===== config.mk =====
export PLATFORM = sky130hd
export DESIGN_NAME = byte_counter
export DESIGN_NICKNAME = d
export VERILOG_FILES = /design/src/design/udp_port_pkg.sv /design/src/design/byte_counter.sv
export SDC_FILE = /design/constraint.sdc
export NUM_CORES = 1
export LEC_CHECK = 0
export BUFFER_PORTS_ARGS = -buffer_cell sky130_fd_sc_hd__buf_4
export CAP_MARGIN = 10
export CORE_ASPECT_RATIO = 0.8
export CORE_MARGIN = 3
export CORE_UTILIZATION = 49
export CTS_CLUSTER_SIZE = 25
export DETAILED_ROUTE_END_ITERATION = 8
export GPL_TIMING_DRIVEN = 0
export PLACE_DENSITY = 0.8
export SYNTH_ARGS = -nofsm -noshare
export SYNTH_HDL_FRONTEND = slang
export SYNTH_SLANG_ARGS = --single-unit

===== constraint.sdc =====
create_clock -name clock -period 3.9 [get_ports clock]
set_input_delay 0.78 -clock clock [delete_from_list [all_inputs] [get_ports clock]]
set_output_delay 0.78 -clock clock [all_outputs]
set_load 0.005 [all_outputs]

===== src/design/udp_port_pkg.sv =====
package udp_port_pkg;

    typedef logic [7:0]  byte_t;
    typedef logic [8:0]  frame_word_t;   // Bit 8 marks end of frame
    typedef logic [47:0] mac_address_t;
    typedef logic [31:0] ipv4_address_t;
    typedef logic [15:0] word16_t;

    typedef enum logic [2:0] {
        IDLE,
        SUM_HEADER,
        WAIT_SUM,
        SEND_HEADER,
        SEND_PAYLOAD,
        SEND_PAD,
        SEND_FCS
    } frame_state_t;

    //////////////////////////////////////////////////
    // Frame layout
    localparam word16_t ETHERNET_HEADER_BYTES = 16'd14;
    localparam word16_t IPV4_HEADER_BYTES     = 16'd20;
    localparam word16_t UDP_HEADER_BYTES      = 16'd8;
    localparam word16_t FRAME_HEADER_BYTES    = 16'd42;
    localparam word16_t MIN_PAYLOAD_BYTES     = 16'd18;  // Pads frame to 60 bytes
    localparam word16_t FCS_BYTES             = 16'd4;

    //////////////////////////////////////////////////
    // Header field values
    localparam word16_t ETHERTYPE_IPV4           = 16'h0800;
    localparam byte_t   IPV4_VERSION_IHL         = 8'h45;
    localparam byte_t   IPV4_TIME_TO_LIVE        = 8'd64;
    localparam byte_t   IP_PROTOCOL_UDP          = 8'd17;
    localparam word16_t IPV4_FLAGS_DONT_FRAGMENT = 16'h4000;
    localparam word16_t IPV4_CHECKSUM_OFFSET     = 16'd24;

    localparam logic [31:0] CRC32_POLYNOMIAL = 32'hEDB88320;
    localparam logic [31:0] CRC32_INITIAL    = 32'hFFFFFFFF;

endpackage


===== src/design/byte_counter.sv =====
`timescale 1ns/1ps

module byte_counter (
    input  logic                    clock,
    input  logic                    reset,
    input  logic                    clear,
    input  logic                    enable,
    input  udp_port_pkg::word16_t   limit,
    output udp_port_pkg::word16_t   count,
    output logic                    last
);

    always_ff @(posedge clock) begin
        if (reset || clear)
            count <= '0;
        else if (enable)
            count <= count + 1'b1;
    end

    assign last = (count == limit - 1'b1);

    // Sequencer must clear before the section overruns
    assert property (@(posedge clock) disable iff (reset) enable |-> count < limit);

endmodule


==> flow_metrics.tcl <==
set metrics [dict create \
    total_drc_errors_in_the_routed_layout 0 \
    synth_top_area_cell "sky130_fd_sc_hd__dfxtp_1" \
    routed_wirelength_mm 2.66 \
    layout_worst_path_cycle_share_pct 94.0 \
    timing.setup.critical_path_class "input pin to primary output" \
    timing.critical_path.from "limit[3]" \
    nets 205 \
    max_flop_register "count" \
    ctsHoldBuffers 0 \
    area_of_the_multi_input_gates_sq_um 801 \
    drv.max_cap_violation_count 0 \
    cts_resized 0 \
    power.total_uw 331 \
    ant_nets 0 \
    starting_density_of_the_core_pct 52.3 \
    die_width_microns 60.1 \
    synthesis.area_sq_mm 0.00115 \
    first_pass_grt_wire_length_mm 4.63 \
    worst_setup_path_start_kind "input pin" \
    overall_global_routing_resource_usage_pct 19.7 \
    source_to_sink_clock_delay_at_the_later_pin_of_the_worst_skew_pair_ps 290 \
    post_route_cells_drive_above_1_share_pct 24.7 \
    reg2reg_start "count[0]" \
    crit_reg_reg_endpoint "count[12]" \
    setup_repair_after_global_routing_missed_its_margin "false" \
    place.port_buffers 35 \
    area_added_between_synthesis_and_finish_pct 28.8 \
    cts.root.buffer_cell "sky130_fd_sc_hd__clkbuf_4" \
    timing.critical_path.to_type "primary output" \
    number_of_buffers_created_by_cts 3 \
    clkTransAtPathRegs_ps 90 \
    largest_family_of_logic_cells_by_synthesized_area "simple AND/OR/NAND/NOR gates" \
    die_area_sq_mm 0.00296 \
    timing.hold.worst.class "flop to flop" \
    timing_worst_slew_pin_value_ps 447 \
    fillerInstances 190 \
    pwr-share-clk_pct 33.5 \
    finalWorstSetupSlack_ps 234 \
    cts.htree.levels 1 \
    register_area_sq_um 320 \
    max-clock-path-buffers 2 \
    largest_register_ffs 16 \
    setup.worst_path.end "last" \
    slew_viol_final 0 \
    tritoncts_clock_tree "done" \
    synth_compound_gate_area_share_pct 3.38 \
    io-pin-count 37 \
    power_per_cell_area_mw_per_mm2 224 \
    post_synth_inst_count 143 \
    routed_wire_length_per_instance_microns 12.9 \
    finalSetupTns_ps 0 \
    grt_antenna_before_repair 0 \
    fmax_mhz 273 \
    xor_xnor_share_of_the_synthesized_area_pct 28.2 \
    timing.critical_path.arrival_ps 2890 \
    post_cts_buffers 0 \
    final-hold-violation-count 0 \
    post_synth_mux_area_share_pct 2.62 \
    synthSimpleGateAreaFrac_pct 33.4 \
    number_of_storage_elements_in_the_synthesis_netlist 16 \
    place.detailed.hpwl_mm 2.11 \
    via_count 1116 \
    synth_fp_nets 165 \
    cts_sinks 16 \
    ir_worst_vdd_mv 0.251 \
    pwr-share-comb_pct 16.5 \
    maxSlewHeadroom_pct 70.0 \
    rr_worst_depth 7 \
    die-height_microns 49.3 \
    power.internal_uw 250 \
    grt_start_max_net_pins 11 \
    power.share.switching_pct 24.6 \
    first_global_vias 1102 \
    min-delay-start "count[5]" \
    n_antenna_cell 0 \
    yosys_most_used_dff "sky130_fd_sc_hd__dfxtp_1" \
    drt_iter0_markers 45 \
    first_pass_iters 4 \
    synth_edf_count 0 \
    crit_path_max_fanout 6 \
    fin_worst_skew_ps 2.50 \
    synth_fa_ha_area_share_pct 2.18 \
    most_common_cell_in_the_netlist "sky130_fd_sc_hd__nor2_1" \
    synth.yosys.warnings 0 \
    async_flop_share_pct 0 \
    leakagePower_nw 0.589 \
    net-switching-power_uw 81.2 \
    worst_ep_required_time_ps 3120 \
    share_of_yosys_cell_area_claimed_by_the_top_area_cell_type_pct 27.9 \
    report.final.setup_viol 0 \
    seqPwrFrac_pct 50.0 \
    rrSetupSlack_ps 2150 \
    status "finished clean" \
    final-instance-count-excl-fill 207 \
    post_synth_main_area_contributors "sky130_fd_sc_hd__dfxtp_1, sky130_fd_sc_hd__xor2_1, sky130_fd_sc_hd__xnor2_1, sky130_fd_sc_hd__nor2_1, sky130_fd_sc_hd__nand3_1" \
    place.gp.congestion 0.847 \
    fin_util_pct 67.3 \
    num_rows 15 \
    synthDistinctLibCells 29 \
    largestRegisters "count (16)" \
    dp_slack_ps 257 \
    placeableCoreArea_sq_mm 0.00220 \
    global_route.overflow_total 0 \
    post_synth.cell_area_avg_sq_um 8.02 \
    ys_top_cells_by_count "sky130_fd_sc_hd__nor2_1, sky130_fd_sc_hd__xor2_1, sky130_fd_sc_hd__xnor2_1" \
    layout_min_cycle_time_ps 3670 \
    placed_cells 203 \
    average_vias_per_placed_instance 5.39 \
    synth_sequential_area_ratio_pct 27.9 \
]
-- metal layers --
metal	vias to the layer above	track usage, %	routed length, microns
li1	575	-	-
met1	509	27.3	1280
met2	27	32.0	1240
met3	5	2.38	119
met4	0	4.43	23
met5	-	0	0
-- power by group through the flow --
stage / sequential, mW / clock (mW) / combinational [mW]
detailed placement: 0.169 / 0 / 0.0544
floorplan: 0.169 / 0 / 0.0279
CTS: 0.165 / 0.110 / 0.0547
global route: 0.166 / 0.119 / 0.0613
global placement: 0.169 / 0 / 0.0525
finish: 0.166 / 0.111 / 0.0545
-- area by class of cell --
class | instances | share of cell area (%)
Clock buffer | 4 | 2.46
Multi-Input combinational cell | 120 | 54.2
Timing Repair Buffer | 35 | 17.8
Sequential cell | 16 | 21.7
Tap cell | 25 | 2.12
Inverter | 3 | 0.762
Buffer | 4 | 1.02
-- worst min path at each step --
stage	end	slack, ps	cells after the start
2_1_floorplan	count[5]	520	2
3_3_place_gp	count[5]	550	2
3_5_place_dp	count[5]	560	2
4_1_cts	count[5]	590	2
5_1_grt	count[9]	630	2
6_report	count[5]	580	2
-- critical path: stages --
cell and delay, ps:
sky130_fd_sc_hd__buf_4 130, sky130_fd_sc_hd__or4_4 570, sky130_fd_sc_hd__or4_4 570, sky130_fd_sc_hd__mux2i_1 140, sky130_fd_sc_hd__mux2i_1 140, sky130_fd_sc_hd__a21oi_1 90, sky130_fd_sc_hd__nor4_1 310, sky130_fd_sc_hd__buf_4 160
-- metrics by stage --
step                instance area [sq um]  hold WS (ps)
floorplan                            1150           522
global placement                     1440           550
detailed placement                   1440           558
CTS                                  1480           591
global route                         1480           632
finish                               1480           579
-- cells in the final DEF, fill, tap and decap left out, types with 4 or more instances in the layout --
cell / synthesis / final
sky130_fd_sc_hd__buf_4: 0 / 35
sky130_fd_sc_hd__nor2_1: 23 / 23
sky130_fd_sc_hd__xor2_1: 19 / 19
sky130_fd_sc_hd__xnor2_1: 18 / 18
sky130_fd_sc_hd__dfxtp_1: 16 / 16
sky130_fd_sc_hd__nand3_1: 8 / 8
sky130_fd_sc_hd__nand2_1: 7 / 7
sky130_fd_sc_hd__nand4_1: 5 / 5
sky130_fd_sc_hd__nor4_1: 5 / 5
sky130_fd_sc_hd__clkbuf_1: 4 / 4
sky130_fd_sc_hd__nor3_1: 4 / 4
-- logic make-up (layout without fill, tap and decap cells) --
kind of cell,Yosys count,in the layout
and+or+nand+nor,71,71
xor gates and xnor gates,37,37
DFF,16,16
AOI/OAI and AO/OA,7,7
buffers and inverters,7,46
muxes,3,3
adders and majority gates,2,2
No activity file was read; power rests on OpenSTA's default activity.
