==> config.mk <==
export PLATFORM = sky130hd
export DESIGN_NAME = frame_sequencer
export DESIGN_NICKNAME = d
export VERILOG_FILES = /design/src/design/udp_port_pkg.sv /design/src/design/frame_sequencer.sv
export SDC_FILE = /design/constraint.sdc
export NUM_CORES = 1
export LEC_CHECK = 0
export BUFFER_PORTS_ARGS = -buffer_cell sky130_fd_sc_hd__buf_2
export CORE_MARGIN = 2
export CORE_UTILIZATION = 35
export DETAILED_ROUTE_END_ITERATION = 8
export PLACE_DENSITY = 0.89
export REMOVE_ABC_BUFFERS = 1
export SLEW_MARGIN = 40
export SYNTH_ARGS = -nofsm -noshare
export SYNTH_HDL_FRONTEND = slang
export SYNTH_SLANG_ARGS = --single-unit
==> constraint.sdc <==
create_clock -name clock -period 2.3 [get_ports clock]
set_input_delay 0.115 -clock clock [delete_from_list [all_inputs] [get_ports clock]]
set_output_delay 0.115 -clock clock [all_outputs]
set_load 0.1 [all_outputs]
==> src/design/udp_port_pkg.sv <==
package udp_port_pkg;

    typedef logic [7:0]  byte_t;
    typedef logic [8:0]  frame_word_t;   // Bit 8 marks end of frame
    typedef logic [47:0] mac_address_t;
    typedef logic [31:0] ipv4_address_t;
    typedef logic [15:0] word16_t;

    typedef enum logic [2:0] {
        IDLE,
        SUM_HEADER,
        WAIT_SUM,
        SEND_HEADER,
        SEND_PAYLOAD,
        SEND_PAD,
        SEND_FCS
    } frame_state_t;

    //////////////////////////////////////////////////
    // Frame layout
    localparam word16_t ETHERNET_HEADER_BYTES = 16'd14;
    localparam word16_t IPV4_HEADER_BYTES     = 16'd20;
    localparam word16_t UDP_HEADER_BYTES      = 16'd8;
    localparam word16_t FRAME_HEADER_BYTES    = 16'd42;
    localparam word16_t MIN_PAYLOAD_BYTES     = 16'd18;  // Pads frame to 60 bytes
    localparam word16_t FCS_BYTES             = 16'd4;

    //////////////////////////////////////////////////
    // Header field values
    localparam word16_t ETHERTYPE_IPV4           = 16'h0800;
    localparam byte_t   IPV4_VERSION_IHL         = 8'h45;
    localparam byte_t   IPV4_TIME_TO_LIVE        = 8'd64;
    localparam byte_t   IP_PROTOCOL_UDP          = 8'd17;
    localparam word16_t IPV4_FLAGS_DONT_FRAGMENT = 16'h4000;
    localparam word16_t IPV4_CHECKSUM_OFFSET     = 16'd24;

    localparam logic [31:0] CRC32_POLYNOMIAL = 32'hEDB88320;
    localparam logic [31:0] CRC32_INITIAL    = 32'hFFFFFFFF;

endpackage

==> src/design/frame_sequencer.sv <==
`timescale 1ns/1ps

module frame_sequencer (
    input  logic                        clock,
    input  logic                        reset,
    input  logic                        frame_start,
    input  udp_port_pkg::word16_t       payload_length,
    input  udp_port_pkg::byte_t         buffer_read_data,
    input  udp_port_pkg::byte_t         header_byte,
    input  udp_port_pkg::word16_t       count,
    input  logic                        last,
    input  udp_port_pkg::word16_t       checksum_result,
    input  logic                        checksum_result_valid,
    input  logic [31:0]                 crc,
    output udp_port_pkg::word16_t       buffer_read_address,
    output udp_port_pkg::word16_t       header_offset,
    output logic                        counter_clear,
    output logic                        counter_enable,
    output udp_port_pkg::word16_t       counter_limit,
    output udp_port_pkg::byte_t         checksum_data,
    output logic                        checksum_data_enable,
    output logic                        checksum_data_last,
    output udp_port_pkg::byte_t         crc_data,
    output logic                        crc_data_enable,
    output logic                        crc_clear,
    output udp_port_pkg::word16_t       ipv4_checksum,
    output udp_port_pkg::frame_word_t   frame_data,
    output logic                        frame_valid,
    output logic                        busy
);

    udp_port_pkg::frame_state_t state;
    udp_port_pkg::frame_state_t state_next;
    udp_port_pkg::byte_t        frame_byte;
    logic                       short_payload;
    logic                       checksum_field;

    assign short_payload  = payload_length < udp_port_pkg::MIN_PAYLOAD_BYTES;
    assign checksum_field = (header_offset == udp_port_pkg::IPV4_CHECKSUM_OFFSET) ||
                            (header_offset == udp_port_pkg::IPV4_CHECKSUM_OFFSET + 1'b1);

    //////////////////////////////////////////////////
    // State machine
    always_comb begin
        state_next    = state;
        counter_limit = udp_port_pkg::FCS_BYTES;
        case (state)
            udp_port_pkg::IDLE:
                if (frame_start) state_next = udp_port_pkg::SUM_HEADER;
            udp_port_pkg::SUM_HEADER: begin
                counter_limit = udp_port_pkg::IPV4_HEADER_BYTES;
                if (last) state_next = udp_port_pkg::WAIT_SUM;
            end
            udp_port_pkg::WAIT_SUM:
                if (checksum_result_valid) state_next = udp_port_pkg::SEND_HEADER;
            udp_port_pkg::SEND_HEADER: begin
                counter_limit = udp_port_pkg::FRAME_HEADER_BYTES;
                if (last) state_next = udp_port_pkg::SEND_PAYLOAD;
            end
            udp_port_pkg::SEND_PAYLOAD: begin
                counter_limit = payload_length;
                if (last)
                    state_next = short_payload ? udp_port_pkg::SEND_PAD : udp_port_pkg::SEND_FCS;
            end
            udp_port_pkg::SEND_PAD: begin
                counter_limit = udp_port_pkg::MIN_PAYLOAD_BYTES - payload_length;
                if (last) state_next = udp_port_pkg::SEND_FCS;
            end
            udp_port_pkg::SEND_FCS:
                if (last) state_next = udp_port_pkg::IDLE;
            default:
                state_next = udp_port_pkg::IDLE;
        endcase
    end

    always_ff @(posedge clock) begin
        if (reset)
            state <= udp_port_pkg::IDLE;
        else
            state <= state_next;
    end

    always_ff @(posedge clock) begin
        if (state == udp_port_pkg::WAIT_SUM && checksum_result_valid)
            ipv4_checksum <= checksum_result;
    end

    assign counter_enable = !(state inside {udp_port_pkg::IDLE, udp_port_pkg::WAIT_SUM});
    assign counter_clear  = !counter_enable || last;

    assign header_offset = (state == udp_port_pkg::SUM_HEADER)
                         ? udp_port_pkg::ETHERNET_HEADER_BYTES + count : count;
    assign buffer_read_address = count;

    // Checksum field itself is skipped, pairing stays aligned
    assign checksum_data        = header_byte;
    assign checksum_data_enable = (state == udp_port_pkg::SUM_HEADER) && !checksum_field;
    assign checksum_data_last   = (state == udp_port_pkg::SUM_HEADER) && last;

    //////////////////////////////////////////////////
    // Output stream
    always_comb begin
        case (state)
            udp_port_pkg::SEND_HEADER:  frame_byte = header_byte;
            udp_port_pkg::SEND_PAYLOAD: frame_byte = buffer_read_data;
            udp_port_pkg::SEND_FCS:     frame_byte = udp_port_pkg::byte_t'(crc >> {count[1:0], 3'b000});
            default:                    frame_byte = '0;  // Padding
        endcase
    end

    assign frame_valid = state inside {udp_port_pkg::SEND_HEADER, udp_port_pkg::SEND_PAYLOAD,
                                       udp_port_pkg::SEND_PAD, udp_port_pkg::SEND_FCS};
    assign frame_data  = {(state == udp_port_pkg::SEND_FCS) && last, frame_byte};

    assign crc_data        = frame_byte;
    assign crc_data_enable = frame_valid && (state != udp_port_pkg::SEND_FCS);
    assign crc_clear       = (state == udp_port_pkg::IDLE);

    assign busy = (state != udp_port_pkg::IDLE) || frame_start;

    // Header begins at offset zero
    assert property (@(posedge clock) disable iff (reset)
        $rose(frame_valid) |-> count == '0);
    assert property (@(posedge clock) disable iff (reset)
        state == udp_port_pkg::WAIT_SUM |-> checksum_result_valid);

endmodule

==> impl_metrics.json, run 1 <==
{
  "syn_to_final_growth_pct": 71.7,
  "hpwl_mm": 7.05,
  "clk_pin_slew_ns": 0.07,
  "cts-root-buf": "clkbuf_8",
  "cts_made_buffers": 3,
  "synth-edff-count": 16,
  "power_mw": 5.64,
  "initialDrtViolationCount": 160,
  "grt_pass1_wl_mm": 12.8,
  "nets": 552,
  "cts_tree": "yes",
  "powerDensity_nw_per_um2": 1420,
  "slowest_delay_ns": 0.53,
  "peakVddDrop_uv": 1020,
  "dpl_cell_area_um2": 3810,
  "fp.dieH_um": 85.3,
  "fillers": 530,
  "drc": 0,
  "max_freq_mhz": 430,
  "antenna_found_initial": 0,
  "first_pass_iters": 4,
  "critPathSlowestCell": "or3b_2",
  "outcome": "finished with violations",
  "vias": 2813,
  "syn_avg_cell_area_um2": 8.53,
  "synth.distinct_cells": 52,
  "setup_tns_ns": -0.0256,
  "cp_cell_sequence": "or3b_2, o31ai_2, o2111ai_1, a221oi_2, a21oi_2, buf_12",
  "worst_ep_required_time_ns": 2.18,
  "cts_buffer_depth": 2,
  "crit_buf_inv": 1,
  "setup_viol": 1,
  "crit_path_start_kind": "flip-flop",
  "drv_cap": 0,
  "hp-class": "input pin to flip-flop",
  "slew_violations": 0,
  "htreeDepth": 1,
  "stdcell_area_um2": 3970,
  "grt_max_degree": 23,
  "worst_pin_slew_ns": 0.521,
  "gp_congestion": 0.835,
  "crit_family": "compound AO/OA/AOI/OAI gates",
  "numClockSinks": 19,
  "postRouteAntennaNets": 0,
  "seq_area_um2": 542,
  "synth_seq_cells": 19,
  "max_slew_margin_pct": 65.5,
  "track_usage_pct": 21.6,
  "end_kind": "output pin",
  "rsz0062_at_grt": "true",
  "drt-total-wl_mm": 8.73,
  "ctsHoldBuffers": 0,
  "final_common_cell": "buf_2",
  "wire_per_inst_um": 16.7,
  "port_buffers": 197,
  "yosysSeqAreaShare_pct": 23.4,
  "synthesis.area_um2": 2310,
  "drive_gt1_share_pct": 56.6,
  "layout_common_cells": "156 x buf_2, 41 x buf_12, 27 x nand2_1",
  "ios": 198,
  "place_ws_ns": 0.0213,
  "violations": "setup timing",
  "async_flop_share_pct": 0,
  "dieArea_um2": 7270,
  "hold_violations": 0,
  "crit_arrival_ns": 2.21,
  "finClkSkew_ns": 0.00175,
  "fp.coreArea_um2": 6390,
  "multiInputGateArea_um2": 1480,
  "antenna_cells": 0,
  "ys_warn_count": 0,
  "cellLeakagePower_nw": 1.76,
  "ys.flop_type": "edfxtp_1",
  "postSynthCellCount": 271,
  "initial_core_util_pct": 36.2,
  "worstSkewPairLatency_ns": 0.25,
  "viasPerCell": 5.37,
  "fin_ws_ns": -0.0256,
  "grt_pass1_vias": 2694,
  "die_x_um": 85.3,
  "final_util_pct": 62.2,
  "rows": 29,
  "overflow": 0,
  "path_max_fanout": 4,
  "period_share_pct": 101,
  "crit_type": "flip-flop to output pin",
  "fin_crit_ns": 2.33
}
Yosys cell counts (4+ instances only):
| library cell | instances | share of area [%] |
|---|---|---|
| o21ai_0 | 17 | 3.7 |
| inv_1 | 7 | 1.1 |
| xor2_1 | 13 | 4.9 |
| xnor2_1 | 12 | 4.5 |
| nand2_1 | 27 | 4.4 |
| nor3_1 | 6 | 1.3 |
| mux2i_1 | 12 | 5.2 |
| nand3_1 | 9 | 1.9 |
| nor2_1 | 25 | 4.1 |
| mux4_2 | 8 | 7.8 |
| buf_4 | 33 | 11 |
| edfxtp_1 | 16 | 21 |
| o31ai_1 | 4 | 1.3 |
| a211oi_1 | 4 | 1.3 |
| clkbuf_1 | 12 | 1.9 |
| a21oi_1 | 8 | 1.7 |
final timing paths:
check                                           start                    endpoint  slack (ns)  cells after the start
worst max register to register  state[1]$_SDFFE_PP0P_       state[2]$_SDFFE_PP0P_        0.29                      7
worst min-delay path               checksum_result[7]  ipv4_checksum[7]$_DFFE_PP_        0.03                      1
worst min register to register  state[2]$_SDFFE_PP0P_       state[0]$_SDFFE_PP0P_        0.77                      3
worst max-delay path            state[0]$_SDFFE_PP0P_        checksum_data_enable       -0.03                      6
final cells by class:
type / instances / area share (%)
clock buffers: 3 / 1.04
clock inverters: 1 / 0.126
inverters: 7 / 0.662
multi-input cells: 197 / 37.2
flip-flops and latches: 19 / 13.6
well taps: 77 / 2.43
repair buffers: 220 / 44.9
per-layer routing:
metal / track usage [%] / vias to the layer above / part of all wire, %
met4: 9.24 / 0 / 2.5
met1: 23.8 / 1312 / 35
met2: 41.5 / 173 / 55
li1: - / 1306 / -
met5: 0 / - / 0
met3: 2.24 / 22 / 7.5
worst register-to-register path: stages, from the launching register on:
cell and delay [ns]:
dfxtp_1 0.37, buf_4 0.21, buf_4 0.26, mux2i_1 0.25, o22ai_1 0.10, a21oi_1 0.33, nor2_1 0.08, a211oi_1 0.30
sequential cells by signal, summed over array words and instances, names as in the netlist:
signal / cells
ipv4_checksum: 16
state: 3
stage by stage:
stage / instances / hold WS [ns]
4_1_cts: 518 / 0.0261
3_3_place_gp: 513 / 0.292
5_1_grt: 524 / 0.0258
6_report: 524 / 0.0346
3_5_place_dp: 513 / 0.294
2_1_floorplan: 222 / 0.188
logic make-up (layout without fill, tap and decap cells):
| kind of cell | count (synthesis) | in the layout | synth area share [%] |
|---|---|---|---|
| multiplexers | 20 | 20 | 13.0 |
| adder cells (fa/ha/maj) | 3 | 3 | 1.62 |
| XOR/XNOR | 25 | 25 | 9.47 |
| flip-flops | 19 | 19 | 23.4 |
| buffers and inverters | 56 | 231 | 15.4 |
| AO/OA/AOI/OAI | 53 | 53 | 15.4 |
| AND/OR/NAND/NOR | 95 | 96 | 21.7 |
where the power goes:
| part | internal (mW) | leakage (nW) | switching [mW] |
|---|---|---|---|
| combinational | 1.36 | 1.57 | 3.59 |
| sequential | 0.435 | 0.170 | 0.0265 |
| clock | 0.120 | 0.0255 | 0.108 |
| total | 1.92 | 1.76 | 3.73 |
repair_timing:
action	in CTS	in global routing
setup buffers	1	5
cloned	0	1
endpoints found under the setup margin	3	2
resized for setup	3	10
pin swaps	2	3
Note: power is estimated with default switching activity, not from simulation.
==> inputs of run 2 (changes only) <==
--- a/config.mk
+++ b/config.mk
@@ -7,8 +7,11 @@
 export LEC_CHECK = 0
 export BUFFER_PORTS_ARGS = -buffer_cell sky130_fd_sc_hd__buf_2
+export CELL_PAD_IN_SITES_DETAIL_PLACEMENT = 1
+export CELL_PAD_IN_SITES_GLOBAL_PLACEMENT = 2
 export CORE_MARGIN = 2
-export CORE_UTILIZATION = 35
+export CORE_UTILIZATION = 17
+export CTS_CLUSTER_DIAMETER = 200
 export DETAILED_ROUTE_END_ITERATION = 8
-export PLACE_DENSITY = 0.89
+export PLACE_DENSITY = 0.87
 export REMOVE_ABC_BUFFERS = 1
 export SLEW_MARGIN = 40
==> constraint.sdc (replaced) <==
create_clock -name clock -period 2.3 [get_ports clock]
set_input_delay 0.115 -clock clock [delete_from_list [all_inputs] [get_ports clock]]
set_output_delay 0.115 -clock clock [all_outputs]
set_load 0.05 [all_outputs]
==> run 2 against run 1 <==
Against the previous run: utilization shrank 36 points; cell area shrank 13%; clock power grew 54%; count of clock-buffer cells in the layout is the same; critical path depth grew 1; largest power group unchanged; the run still ends with setup timing left; register-to-register slack gained 0.15 ns; non-clock buffer count shrank 13.
==> impl_metrics.json, run 2 (synthesized netlist as in run 1, its figures left out) <==
{
  "outcome": "finished with violations",
  "violations": "setup timing",
  "die_x_um": 121,
  "min-delay-start": "checksum_result[6]",
  "layout_common_cells": "192 x buf_2, 27 x nand2_1, 24 x nor2_1",
  "grt_max_degree": 24,
  "slew_violations": 0,
  "power_frac_comb_pct": 77.7,
  "worstSkewPairLatency_ns": 0.25,
  "port_buffers": 197,
  "drt-total-wl_mm": 9.46,
  "finClkSkew_ns": 0.00426,
  "hpwl_mm": 8.10,
  "crit_path_frequent_cell": "buf_4",
  "numClockSinks": 19,
  "regMostFlops": "ipv4_checksum",
  "critPathSlowestCell": "or3b_4",
  "syn_to_final_growth_pct": 48.6,
  "use_met1_pct": 15.8,
  "clk_pin_slew_ns": 0.06,
  "crit_path_start_kind": "flip-flop",
  "initial_core_util_pct": 17.5,
  "viasPerCell": 4.30,
  "fp.dieH_um": 121,
  "wire_per_inst_um": 15.5,
  "r2r_cells": 6,
  "antenna_found_initial": 0,
  "fin_crit_ns": 2.32,
  "fp.coreArea_um2": 13200,
  "grt_pass1_wl_mm": 14.6,
  "p_clk_share_pct": 9.7,
  "grt_util_met3_pct": 2.17,
  "multiInputGateArea_um2": 1470,
  "postRouteAntennaNets": 0,
  "rows": 42,
  "path_max_fanout": 9,
  "largest_reg_flops": 16,
  "power_mw": 3.62,
  "reg2reg_from": "state[1]$_SDFFE_PP0P_",
  "period_share_pct": 101,
  "p_sw_mw": 2.26,
  "first_pass_iters": 4,
  "ios": 198,
  "drive_gt1_share_pct": 54.5,
  "gp_congestion": 0.851,
  "antenna_cells": 0,
  "max_slew_margin_pct": 73.7,
  "cts_buffer_depth": 2,
  "grt_pass1_vias": 2738,
  "worst_pin_slew_ns": 0.393,
  "stdcell_count": 609,
  "overflow": 0,
  "cts_tree": "yes",
  "fin_ws_ns": -0.0234,
  "fillers": 1638,
  "nets": 538,
  "rsz0062_at_grt": "true",
  "drc": 0,
  "setup_viol": 1,
  "hold_violations": 0,
  "vias": 2618,
  "peakVddDrop_uv": 341,
  "dieArea_um2": 14600,
  "slowest_delay_ns": 0.45,
  "cp_cell_sequence": "or3b_4, buf_4, o31ai_4, o2111ai_2, a221oi_2, a21oi_1, buf_4",
  "top_usage_layer": "met2",
  "max_freq_mhz": 430,
  "p_int_mw": 1.36,
  "hold_path_depth": 1,
  "top_regs": "ipv4_checksum x16, state x3",
  "initialDrtViolationCount": 53,
  "drv_cap": 0,
  "dp.cells": 604,
  "end_kind": "output pin",
  "cts-root-buf": "clkbuf_16",
  "sequentialPowerShare_pct": 12.7,
  "crit_type": "flip-flop to output pin",
  "hold_ws_ns": 0.0414,
  "p_sw_share_pct": 62.3,
  "worst_ep_required_time_ns": 2.18,
  "seq_area_um2": 541,
  "cellLeakagePower_nw": 1.55,
  "hp-class": "input pin to flip-flop",
  "crit_arrival_ns": 2.21,
  "track_usage_pct": 12.3,
  "final_common_cell": "buf_2",
  "htreeDepth": 1,
  "cts_made_buffers": 3,
  "grt_use_met2_pct": 22.2,
  "crit_start": "state[1]$_SDFFE_PP0P_",
  "place_ws_ns": 0.177,
  "powerDensity_nw_per_um2": 1050
}
-- run 2: cell count changes in the layout (fill, tap and decap cells not counted), moves of 2 or more --
cell       before  now
clkbuf_16       0    3
clkbuf_4        0    2
buf_12         41    2
buf_6           2    0
buf_2         156  192
buf_4          21   11
clkbuf_8        3    0
-- run 2: critical path: cells and delay by family, from the launching register on --
kind            cells  cell delay (ns)
simple gates        1             0.45
flops               1             0.34
compound gates      4             0.75
buf+inv             2             0.41
-- run 2: layout make-up --
cell class                 instances  area share (%)
clock buffer                       3            2.18
clock inverter                     1           0.146
inverter                           7           0.764
multi-input combinational        196            42.8
sequential                        19            15.7
tap                              176            6.41
timing repair buffer             207            32.0
-- run 2: final timing paths --
check	endpoint	slack [ns]
worst max-delay path	checksum_data_enable	-0.02
worst min-delay path	ipv4_checksum[6]$_DFFE_PP_	0.04
worst max register to register	state[2]$_SDFFE_PP0P_	0.44
worst min register to register	state[2]$_SDFFE_PP0P_	0.79
-- run 2: stage by stage --
step                      utilization (%)  TNS, ns  area, um^2
after floorplan                         -   -18.08        1980
after global placement               24.8        0        3290
after detailed placement             24.8        0        3290
after CTS                            25.5        0        3380
after global routing                 26.0   -0.156        3440
final                                26.0  -0.0234        3440
-- run 2: what timing repair did --
action,CTS,global route
pin swaps,0,2
hold buffers,0,0
endpoints found under the setup margin,13,9
setup buffers,0,1
gates resized for setup,4,9
-- run 2: routing by layer --
| metal | vias up | routed length (um) |
|---|---|---|
| met4 | 0 | 17 |
| met2 | 98 | 4810 |
| met5 | - | 0 |
| met1 | 1238 | 4070 |
| li1 | 1280 | - |
| met3 | 2 | 564 |
-- run 2: power groups by stage --
stage | sequential [mW] | clock, mW | combinational (mW)
finish | 0.458 | 0.350 | 2.81
global route | 0.466 | 0.382 | 3.00
CTS | 0.456 | 0.363 | 2.80
detailed placement | 0.460 | 0 | 2.77
global placement | 0.456 | 0 | 2.75
floorplan | 0.633 | 0 | 1.72
