### src/design/udp_port_pkg.sv
package udp_port_pkg;

    typedef logic [7:0]  byte_t;
    typedef logic [8:0]  frame_word_t;   // Bit 8 marks end of frame
    typedef logic [47:0] mac_address_t;
    typedef logic [31:0] ipv4_address_t;
    typedef logic [15:0] word16_t;

    typedef enum logic [2:0] {
        IDLE,
        SUM_HEADER,
        WAIT_SUM,
        SEND_HEADER,
        SEND_PAYLOAD,
        SEND_PAD,
        SEND_FCS
    } frame_state_t;

    //////////////////////////////////////////////////
    // Frame layout
    localparam word16_t ETHERNET_HEADER_BYTES = 16'd14;
    localparam word16_t IPV4_HEADER_BYTES     = 16'd20;
    localparam word16_t UDP_HEADER_BYTES      = 16'd8;
    localparam word16_t FRAME_HEADER_BYTES    = 16'd42;
    localparam word16_t MIN_PAYLOAD_BYTES     = 16'd18;  // Pads frame to 60 bytes
    localparam word16_t FCS_BYTES             = 16'd4;

    //////////////////////////////////////////////////
    // Header field values
    localparam word16_t ETHERTYPE_IPV4           = 16'h0800;
    localparam byte_t   IPV4_VERSION_IHL         = 8'h45;
    localparam byte_t   IPV4_TIME_TO_LIVE        = 8'd64;
    localparam byte_t   IP_PROTOCOL_UDP          = 8'd17;
    localparam word16_t IPV4_FLAGS_DONT_FRAGMENT = 16'h4000;
    localparam word16_t IPV4_CHECKSUM_OFFSET     = 16'd24;

    localparam logic [31:0] CRC32_POLYNOMIAL = 32'hEDB88320;
    localparam logic [31:0] CRC32_INITIAL    = 32'hFFFFFFFF;

endpackage

### src/design/frame_header_builder.sv
`timescale 1ns/1ps

module frame_header_builder (
    input  udp_port_pkg::mac_address_t  mac_source,
    input  udp_port_pkg::mac_address_t  mac_destination,
    input  udp_port_pkg::ipv4_address_t ipv4_source,
    input  udp_port_pkg::ipv4_address_t ipv4_destination,
    input  udp_port_pkg::word16_t       udp_source,
    input  udp_port_pkg::word16_t       udp_destination,
    input  udp_port_pkg::word16_t       payload_length,
    input  udp_port_pkg::word16_t       ipv4_checksum,
    input  udp_port_pkg::word16_t       header_offset,
    output udp_port_pkg::byte_t         header_byte
);

    localparam int HEADER_BITS = udp_port_pkg::FRAME_HEADER_BYTES * 8;

    udp_port_pkg::word16_t  ipv4_total_length;
    udp_port_pkg::word16_t  udp_length;
    udp_port_pkg::word16_t  byte_index;
    logic [HEADER_BITS-1:0] header_bits;

    assign udp_length        = udp_port_pkg::UDP_HEADER_BYTES + payload_length;
    assign ipv4_total_length = udp_port_pkg::IPV4_HEADER_BYTES + udp_length;

    // Offset 0 sits in the top byte
    assign header_bits = {
        mac_destination,
        mac_source,
        udp_port_pkg::ETHERTYPE_IPV4,
        udp_port_pkg::IPV4_VERSION_IHL,
        8'h00,                                  // TOS
        ipv4_total_length,
        16'h0000,                               // Identification
        udp_port_pkg::IPV4_FLAGS_DONT_FRAGMENT,
        udp_port_pkg::IPV4_TIME_TO_LIVE,
        udp_port_pkg::IP_PROTOCOL_UDP,
        ipv4_checksum,
        ipv4_source,
        ipv4_destination,
        udp_source,
        udp_destination,
        udp_length,
        16'h0000                                // UDP checksum unused
    };

    assign byte_index = udp_port_pkg::FRAME_HEADER_BYTES - 1'b1 - header_offset;

    always_comb begin
        if (header_offset < udp_port_pkg::FRAME_HEADER_BYTES)
            header_byte = udp_port_pkg::byte_t'(header_bits >> {byte_index, 3'b000});
        else
            header_byte = '0;
    end

endmodule

### config.mk
export PLATFORM = sky130hd
export DESIGN_NAME = frame_header_builder
export DESIGN_NICKNAME = d
export VERILOG_FILES = /design/src/design/udp_port_pkg.sv /design/src/design/frame_header_builder.sv
export SDC_FILE = /design/constraint.sdc
export NUM_CORES = 1
export LEC_CHECK = 0
export ABC_CLOCK_PERIOD_IN_PS = 5700
export BUFFER_PORTS_ARGS = -buffer_cell sky130_fd_sc_hd__buf_2
export CAP_MARGIN = 15
export CORE_AREA = 2 2 96 98
export DETAILED_ROUTE_END_ITERATION = 10
export DIE_AREA = 0 0 98 100
export GPL_TIMING_DRIVEN = 0
export PLACE_DENSITY = 0.76
export SYNTH_ARGS = -nofsm -noshare
export SYNTH_HDL_FRONTEND = slang
export SYNTH_SLANG_ARGS = --single-unit
### constraint.sdc
create_clock -name vclk -period 5.7
set_input_delay 0.285 -clock vclk [all_inputs]
set_output_delay 0.285 -clock vclk [all_outputs]
set_load 0.05 [all_outputs]
==> impl_metrics.json, run 1 <==
{
  "first_iter_violations": 386,
  "numPortBuffers": 242,
  "die_x_um": 98,
  "drt-wirelength-per-cell_um": 21.3,
  "cp_data_arrival_time_ps": 4390,
  "fin_nets": 883,
  "cts_hold_buf": 0,
  "drc": 0,
  "outcome": "finished, final reports clean",
  "rows": 35,
  "path_common_cell": "buf_2",
  "hold_viol": 0,
  "antenna_left": 0,
  "worst_pin_slew_ps": 769,
  "finalSetupTns_ps": 0,
  "crit_path_cell_trace": "buf_2 -> buf_2 -> buf_1 -> inv_2 -> ha_1 -> xnor2_2 -> clkbuf_1 -> clkbuf_1 -> o2111ai_1 -> a32oi_1 -> o221ai_1 -> o31ai_1 -> buf_2",
  "slew_headroom": 0.487,
  "setup_viol": 0,
  "detail_route.vias_per_cell": 6.19,
  "firstDrtPassIters": 5,
  "power_uw": 384,
  "die_area_mm2": 0.00980,
  "avgSynthCellArea_um2": 8.32,
  "fill_cells": 880,
  "multi_input_area_mm2": 0.00306,
  "min_period_ps": 4680,
  "finalCritPeriodShare": 0.821,
  "numSequentialCells": 0,
  "cp.required_ps": 5410,
  "area_delta_synth_final_pct": 41.1,
  "grt_max_degree": 11,
  "place_hpwl_um": 13400,
  "yosys_warnings": 0,
  "vias": 4628,
  "grt_first_pass_wirelength_um": 23800,
  "seq_area_um2": 0,
  "start_kind": "input port",
  "drive_above_1_share": 0.518,
  "clkbuf_count": 0,
  "hp-class": "in2out",
  "diodes": 0,
  "powerDensity_mw_per_mm2": 82.7,
  "power_leakage_uw": 0.00205,
  "core_area_mm2": 0.00889,
  "synth_area_mm2": 0.00329,
  "ys_types": 80,
  "critPathMaxStageDelay_ps": 620,
  "antenna_found_initial": 0,
  "gp_congestion": 1.01,
  "overflow": 0,
  "grt_setup_unrepaired": "no",
  "fmax_mhz": 214,
  "drv_cap": 0,
  "final_cell_mix": "buf_2 (257), mux4_2 (40), nand2_1 (39), a21oi_1 (26), mux2i_1 (20)",
  "crit_path_end_kind": "primary output",
  "peakVddDrop_uv": 35.9,
  "grt_usage": 0.303,
  "crit_fanout": 10,
  "ys_seq_area_frac": 0,
  "final_common_cell": "buf_2",
  "post_cts_buffers": 0,
  "routed_wl_um": 15900,
  "postSynthCellCount": 395,
  "initial_core_util": 0.370,
  "final-max-slew-violation-count": 0,
  "syn-num-nets": 639,
  "ctsResizeCount": 0,
  "critPathKind": "in2out",
  "grt_pass1_vias": 4553,
  "fp.dieH_um": 100,
  "io_pins": 248,
  "crit_path_top_delay_cell": "buf_1"
}
[cell usage after synthesis (4+ instances only)]
cell type | n | share of area
a21oi_1 | 26 | 0.040
inv_1 | 5 | 0.0057
buf_1 | 4 | 0.0046
nand4_1 | 9 | 0.017
o41ai_1 | 4 | 0.011
nand2b_1 | 7 | 0.013
o31ai_1 | 6 | 0.014
nor4_1 | 7 | 0.013
o2111ai_1 | 5 | 0.013
xnor2_1 | 14 | 0.037
ha_1 | 4 | 0.015
a32oi_1 | 6 | 0.016
a31oi_1 | 8 | 0.015
mux2_2 | 8 | 0.027
nor2_1 | 19 | 0.022
o211ai_1 | 5 | 0.011
o21ai_0 | 13 | 0.020
xor2_1 | 8 | 0.021
buf_2 | 15 | 0.023
clkbuf_1 | 13 | 0.015
nor3_1 | 9 | 0.014
mux4_2 | 40 | 0.27
or3_1 | 4 | 0.0076
nand2_1 | 39 | 0.045
nand3_1 | 16 | 0.024
o221ai_1 | 4 | 0.011
mux2i_1 | 20 | 0.061
and2_1 | 5 | 0.0095
[critical path: cells and delay by family]
family / cells / cell delay, ps
buf+inv: 7 / 2610
compound gates: 4 / 870
xor+xnor: 1 / 300
fa+ha+maj: 1 / 320
[through the flow]
stage | cells | cell area (um2) | util | hold slack (ps) | setup WS (ps)
floorplan | 395 | 3290 | - | 995 | 1740
global placement | 748 | 4640 | 0.522 | 1230 | 1200
detailed placement | 748 | 4640 | 0.522 | 1210 | 1140
CTS | 748 | 4640 | 0.522 | 1210 | 1110
global route | 748 | 4640 | 0.522 | 1270 | 854
finish | 748 | 4640 | 0.522 | 1210 | 1020
[power breakdown]
part	total [uW]	switching, uW	internal, uW
registers	0	0	0
logic	384	203	180
clock network	0	0	0
[final timing paths]
check,start,to,slack [ps],cells after the start
worst min-delay path,header_offset[15],header_byte[6],1210,5
worst max-delay path,header_offset[1],header_byte[0],1020,13
[cell type report]
cell class         instances  share of cell area
plain buffers             37              0.0426
multi-input cells        350               0.660
inverters                  8             0.00647
well taps                111              0.0299
repair buffers           242               0.261
[cell families (layout without fill, tap and decap cells)]
logic type | Yosys count | in the layout | share of synthesized area
AND/OR/NAND/NOR | 140 | 140 | 0.228
AO/OA/AOI/OAI | 114 | 114 | 0.257
buffers and inverters | 45 | 287 | 0.0693
XOR/XNOR | 24 | 24 | 0.0685
adder cells (fa/ha/maj) | 4 | 4 | 0.0152
multiplexers | 68 | 68 | 0.362
[metal layers]
metal	global-route usage	wire length [um]
met5	0	0
met1	0.390	6110
met2	0.540	7960
met3	0.0362	1460
met4	0.0780	415
Power figures use the tool's default switching activity.
==> run 2, diff against run 1 <==
Settings changed: ABC_CLOCK_PERIOD_IN_PS 5700 to 3800, CORE_AREA 2 2 96 98 to default, CORE_MARGIN from default to 2, CORE_UTILIZATION from default to 39, DIE_AREA 0 0 98 100 to default, PLACE_DENSITY 0.76 to 0.82.
Clock period 5.7 ns to 3.8 ns, I/O delays scaled along.
==> run 2 against run 1 <==
- largest cell class unchanged
- worst setup slack got worse by 920 ps
- power rose by 51%
- non-clock buffer count fell by 1
- clock-buffer cell count unchanged
==> impl_metrics.json, run 2 (synthesized netlist as in run 1, its figures left out) <==
{
  "cp.required_ps": 3610,
  "diodes": 0,
  "place_hpwl_um": 13400,
  "p_int_uw": 274,
  "critPathMaxStageDelay_ps": 370,
  "crit_fanout": 10,
  "drive_above_1_share": 0.536,
  "core_area_mm2": 0.00818,
  "grt_pass1_vias": 4488,
  "top_usage_layer": "met2",
  "cp_data_arrival_time_ps": 3510,
  "vias": 4654,
  "holdPathStages": 5,
  "worst_pin_slew_ps": 648,
  "clkbuf_count": 0,
  "min_period_ps": 3700,
  "gp_congestion": 0.998,
  "finalCritPeriodShare": 0.974,
  "numPortBuffers": 242,
  "die_x_um": 95.8,
  "p_seq_frac": 0,
  "slew_headroom": 0.564,
  "first_iter_violations": 442,
  "place_ws_ps": -550,
  "combinationalPowerShare": 1.000,
  "detail_route.vias_per_cell": 6.28,
  "met2_usage": 0.533,
  "seq_area_um2": 0,
  "hp-start": "header_offset[15]",
  "drt-wirelength-per-cell_um": 21.4,
  "grt_first_pass_wirelength_um": 23000,
  "worst-path-buf-inv": 5,
  "clkPwrFrac": 0,
  "cp_top_family": "buffers and inverters",
  "firstDrtPassIters": 7,
  "initial_core_util": 0.402,
  "numSequentialCells": 0,
  "final-max-slew-violation-count": 0,
  "routed_wl_um": 15800,
  "fin_nets": 882,
  "outcome": "finished, final reports clean",
  "hold_viol": 0,
  "rows": 33,
  "switchingPower_uw": 305,
  "final_cell_mix": "buf_2 (257), mux4_2 (40), nand2_1 (39), a21oi_1 (26), mux2i_1 (20)",
  "sw_frac_of_total": 0.527,
  "overflow": 0,
  "hp-class": "in2out",
  "holdWs_ps": 1050,
  "drc": 0,
  "crit_path_end_kind": "primary output",
  "final_common_cell": "buf_2",
  "crit_path_top_delay_cell": "o31ai_1",
  "area_delta_synth_final_pct": 42.2,
  "fill_cells": 802,
  "critPathKind": "in2out",
  "crit_path_cell_trace": "buf_2 -> buf_2 -> clkbuf_4 -> inv_2 -> ha_1 -> and2b_4 -> o22ai_1 -> xor2_1 -> nand3_2 -> nor2_4 -> a41oi_1 -> o31ai_1 -> clkbuf_4",
  "power_uw": 579,
  "met3_usage": 0.0595,
  "antenna_found_initial": 0,
  "setup_viol": 0,
  "antenna_left": 0,
  "setup_slack_ps": 99.5,
  "drv_cap": 0,
  "grt_setup_unrepaired": "yes",
  "grt.met1_usage": 0.433,
  "fmax_mhz": 270,
  "io_pins": 248,
  "power_leakage_uw": 0.00208,
  "die_area_mm2": 0.00918,
  "grt_max_degree": 11,
  "fp.dieH_um": 95.8,
  "powerDensity_mw_per_mm2": 124,
  "peakVddDrop_uv": 59.0,
  "start_kind": "input port",
  "post_cts_buffers": 0,
  "holdPathEnd": "header_byte[6]",
  "grt_usage": 0.326
}
[run 2: cell count changes in the layout (fill, tap and decap cells not counted), moves of 2 or more]
cell | previous run | this run
clkbuf_4 | 0 | 3
o41ai_2 | 0 | 3
buf_1 | 4 | 2
o41ai_1 | 4 | 1
clkbuf_2 | 0 | 4
clkbuf_1 | 13 | 7
[run 2: worst max path at each step]
stage | startpoint | end | cells after the start
finish | header_offset[1] | header_byte[0] | 13
global route | header_offset[1] | header_byte[0] | 13
CTS | header_offset[1] | header_byte[0] | 13
detailed placement | header_offset[1] | header_byte[2] | 13
global placement | header_offset[1] | header_byte[2] | 13
floorplan | header_offset[1] | header_byte[0] | 12
[run 2: metal layers]
| metal | part of all wire | vias to the layer above |
|---|---|---|
| li1 | - | 2085 |
| met1 | 0.38 | 2154 |
| met2 | 0.48 | 358 |
| met3 | 0.11 | 57 |
| met4 | 0.031 | 0 |
| met5 | 0 | - |
[run 2: area by class of cell]
| type | count | area [um2] | share of cell area |
|---|---|---|---|
| inverter | 8 | 30.0 | 0.00642 |
| buffer | 36 | 208 | 0.0444 |
| timing repair buffer | 242 | 1210 | 0.259 |
| multi-input combinational | 350 | 3090 | 0.662 |
| tap | 105 | 131 | 0.0281 |
[run 2: what timing repair did]
| item | CTS | global route |
|---|---|---|
| hold buffers | 0 | 0 |
| gates resized for setup | 5 | 13 |
| setup endpoints to repair | 8 | 7 |
| gates cloned | 0 | 0 |
[run 2: power by group through the flow]
| stage | Clock [uW] | Combinational (uW) | Sequential (uW) |
|---|---|---|---|
| after floorplan | 0 | 325 | 0 |
| after global placement | 0 | 549 | 0 |
| after detailed placement | 0 | 556 | 0 |
| after CTS | 0 | 559 | 0 |
| after global routing | 0 | 617 | 0 |
| final | 0 | 579 | 0 |
[run 2: stage by stage]
| stage | cell area [um2] | utilization | cells | setup TNS (ps) |
|---|---|---|---|---|
| 4_1_cts | 4640 | 0.567 | 742 | 0 |
| 3_3_place_gp | 4630 | 0.566 | 742 | -2770 |
| 3_5_place_dp | 4630 | 0.566 | 742 | -3220 |
| 6_report | 4680 | 0.572 | 741 | 0 |
| 5_1_grt | 4680 | 0.572 | 741 | -8.66 |
| 2_1_floorplan | 3290 | - | 395 | 0 |
[run 2: worst min-delay path, delay by kind of cell]
family,cells,cell delay [ps]
AOI/OAI and AO/OA,2,220
buffers and inverters,2,340
and+or+nand+nor,1,110
==> run 3, diff against run 2 <==
Settings changed: CORE_UTILIZATION 39 to 35, PLACE_DENSITY 0.82 to 0.74.
==> run 3 against run 2 <==
- sequential share of layout area did not move
- power rose by 0.50%
- design area barely moved
- via count fell by 0.82%
- non-clock buffer count rose by 1
- die area rose by 11%
- highest routed layer unchanged
==> impl_metrics.json, run 3 (synthesized netlist as in run 1, its figures left out) <==
{
  "grt_usage": 0.298,
  "holdWs_ps": 1060,
  "rows": 35,
  "final_cell_mix": "buf_2 (257), mux4_2 (40), nand2_1 (39), a21oi_1 (26), mux2i_1 (20)",
  "outcome": "finished, final reports clean",
  "first_iter_violations": 430,
  "firstDrtPassIters": 5,
  "grt_max_degree": 11,
  "overflow": 0,
  "worst_pin_slew_ps": 688,
  "placed_area_mm2": 0.00464,
  "routed_wl_um": 16200,
  "slew_headroom": 0.541,
  "power_leakage_uw": 0.00208,
  "crit_cells": 13,
  "drt-met1-wl_um": 6280,
  "min_period_ps": 3650,
  "diodes": 0,
  "setup_viol": 0,
  "seq_area_um2": 0,
  "cp_top_family": "buffers and inverters",
  "fp.dieH_um": 101,
  "powerDensity_mw_per_mm2": 125,
  "crit_path_top_delay_cell": "clkbuf_4",
  "fmax_mhz": 274,
  "hold_viol": 0,
  "path_common_cell": "buf_2",
  "cp.required_ps": 3610,
  "hp-class": "in2out",
  "clkbuf_count": 0,
  "place_hpwl_um": 13500,
  "antenna_left": 0,
  "crit_path_cell_trace": "buf_2 -> buf_2 -> clkbuf_4 -> inv_2 -> ha_1 -> clkbuf_1 -> clkbuf_4 -> nand2_1 -> o21ai_0 -> a32o_1 -> a21oi_1 -> a21oi_1 -> buf_2",
  "drive_above_1_share": 0.531,
  "numPortBuffers": 242,
  "critPathKind": "in2out",
  "die_area_mm2": 0.0102,
  "crit_fanout": 10,
  "grt_pass1_vias": 4424,
  "final_cell_area_mm2": 0.00467,
  "critPathMaxStageDelay_ps": 350,
  "numSequentialCells": 0,
  "vias": 4616,
  "drt-wirelength-per-cell_um": 21.7,
  "initial_core_util": 0.358,
  "drc": 0,
  "dr_wl_met3_um": 1560,
  "cp_data_arrival_time_ps": 3460,
  "gp_congestion": 0.980,
  "crit_start": "header_offset[1]",
  "finalCritPeriodShare": 0.962,
  "antenna_found_initial": 0,
  "io_pins": 248,
  "drv_cap": 0,
  "start_kind": "input port",
  "worst-path-buf-inv": 7,
  "holdPathStages": 5,
  "crit_path_end_kind": "primary output",
  "setup_slack_ps": 145,
  "final_common_cell": "buf_2",
  "core_area_mm2": 0.00920,
  "met2_length_um": 7930,
  "detail_route.vias_per_cell": 6.17,
  "crit_end": "header_byte[7]",
  "grt_first_pass_wirelength_um": 23700,
  "top_layer": "met4",
  "area_delta_synth_final_pct": 42.1,
  "final-max-slew-violation-count": 0,
  "peakVddDrop_uv": 63.0,
  "place_ws_ps": -628,
  "die_x_um": 101,
  "fin_nets": 883,
  "grt_setup_unrepaired": "no"
}
run 3: how the worst min path moves through the flow:
stage                            from        endpoint  slack [ps]
floorplan           header_offset[15]  header_byte[1]         800
global placement    header_offset[15]  header_byte[6]        1040
detailed placement  header_offset[15]  header_byte[7]        1040
CTS                 header_offset[15]  header_byte[7]        1040
global route        ipv4_checksum[13]  header_byte[5]        1120
finish              header_offset[15]  header_byte[7]        1060
run 3: per-stage QoR:
| step | std cells | total power [uW] | util | TNS (ps) |
|---|---|---|---|---|
| 6_report | 748 | 582 | 0.508 | 0 |
| 5_1_grt | 748 | 618 | 0.508 | 0 |
| 4_1_cts | 748 | 565 | 0.505 | 0 |
| 3_5_place_dp | 748 | 562 | 0.504 | -3950 |
| 3_3_place_gp | 748 | 557 | 0.504 | -3560 |
| 2_1_floorplan | 395 | 325 | - | 0 |
run 3: power breakdown:
group	switching (uW)	internal [uW]	total, uW
registers	0	0	0
logic	307	275	582
clock network	0	0	0
run 3: repair_timing:
item,4_1_cts,5_1_grt
hold buffers,0,0
setup endpoints to repair,8,8
setup buffers,0,0
gates cloned,0,0
gates resized for setup,7,8
run 3: cell type report:
class / instances / area [um2]
buffer: 37 / 215
fill: 916 / 4520
inverter: 8 / 30.0
multi-input combinational: 350 / 3080
tap: 111 / 139
timing repair buffer: 242 / 1210
run 3: routing by layer:
layer  up-vias  global-route usage
met5         -                   0
met4         0              0.0769
met3        42              0.0305
met2       329               0.510
met1      2158               0.402
li1       2087                   -
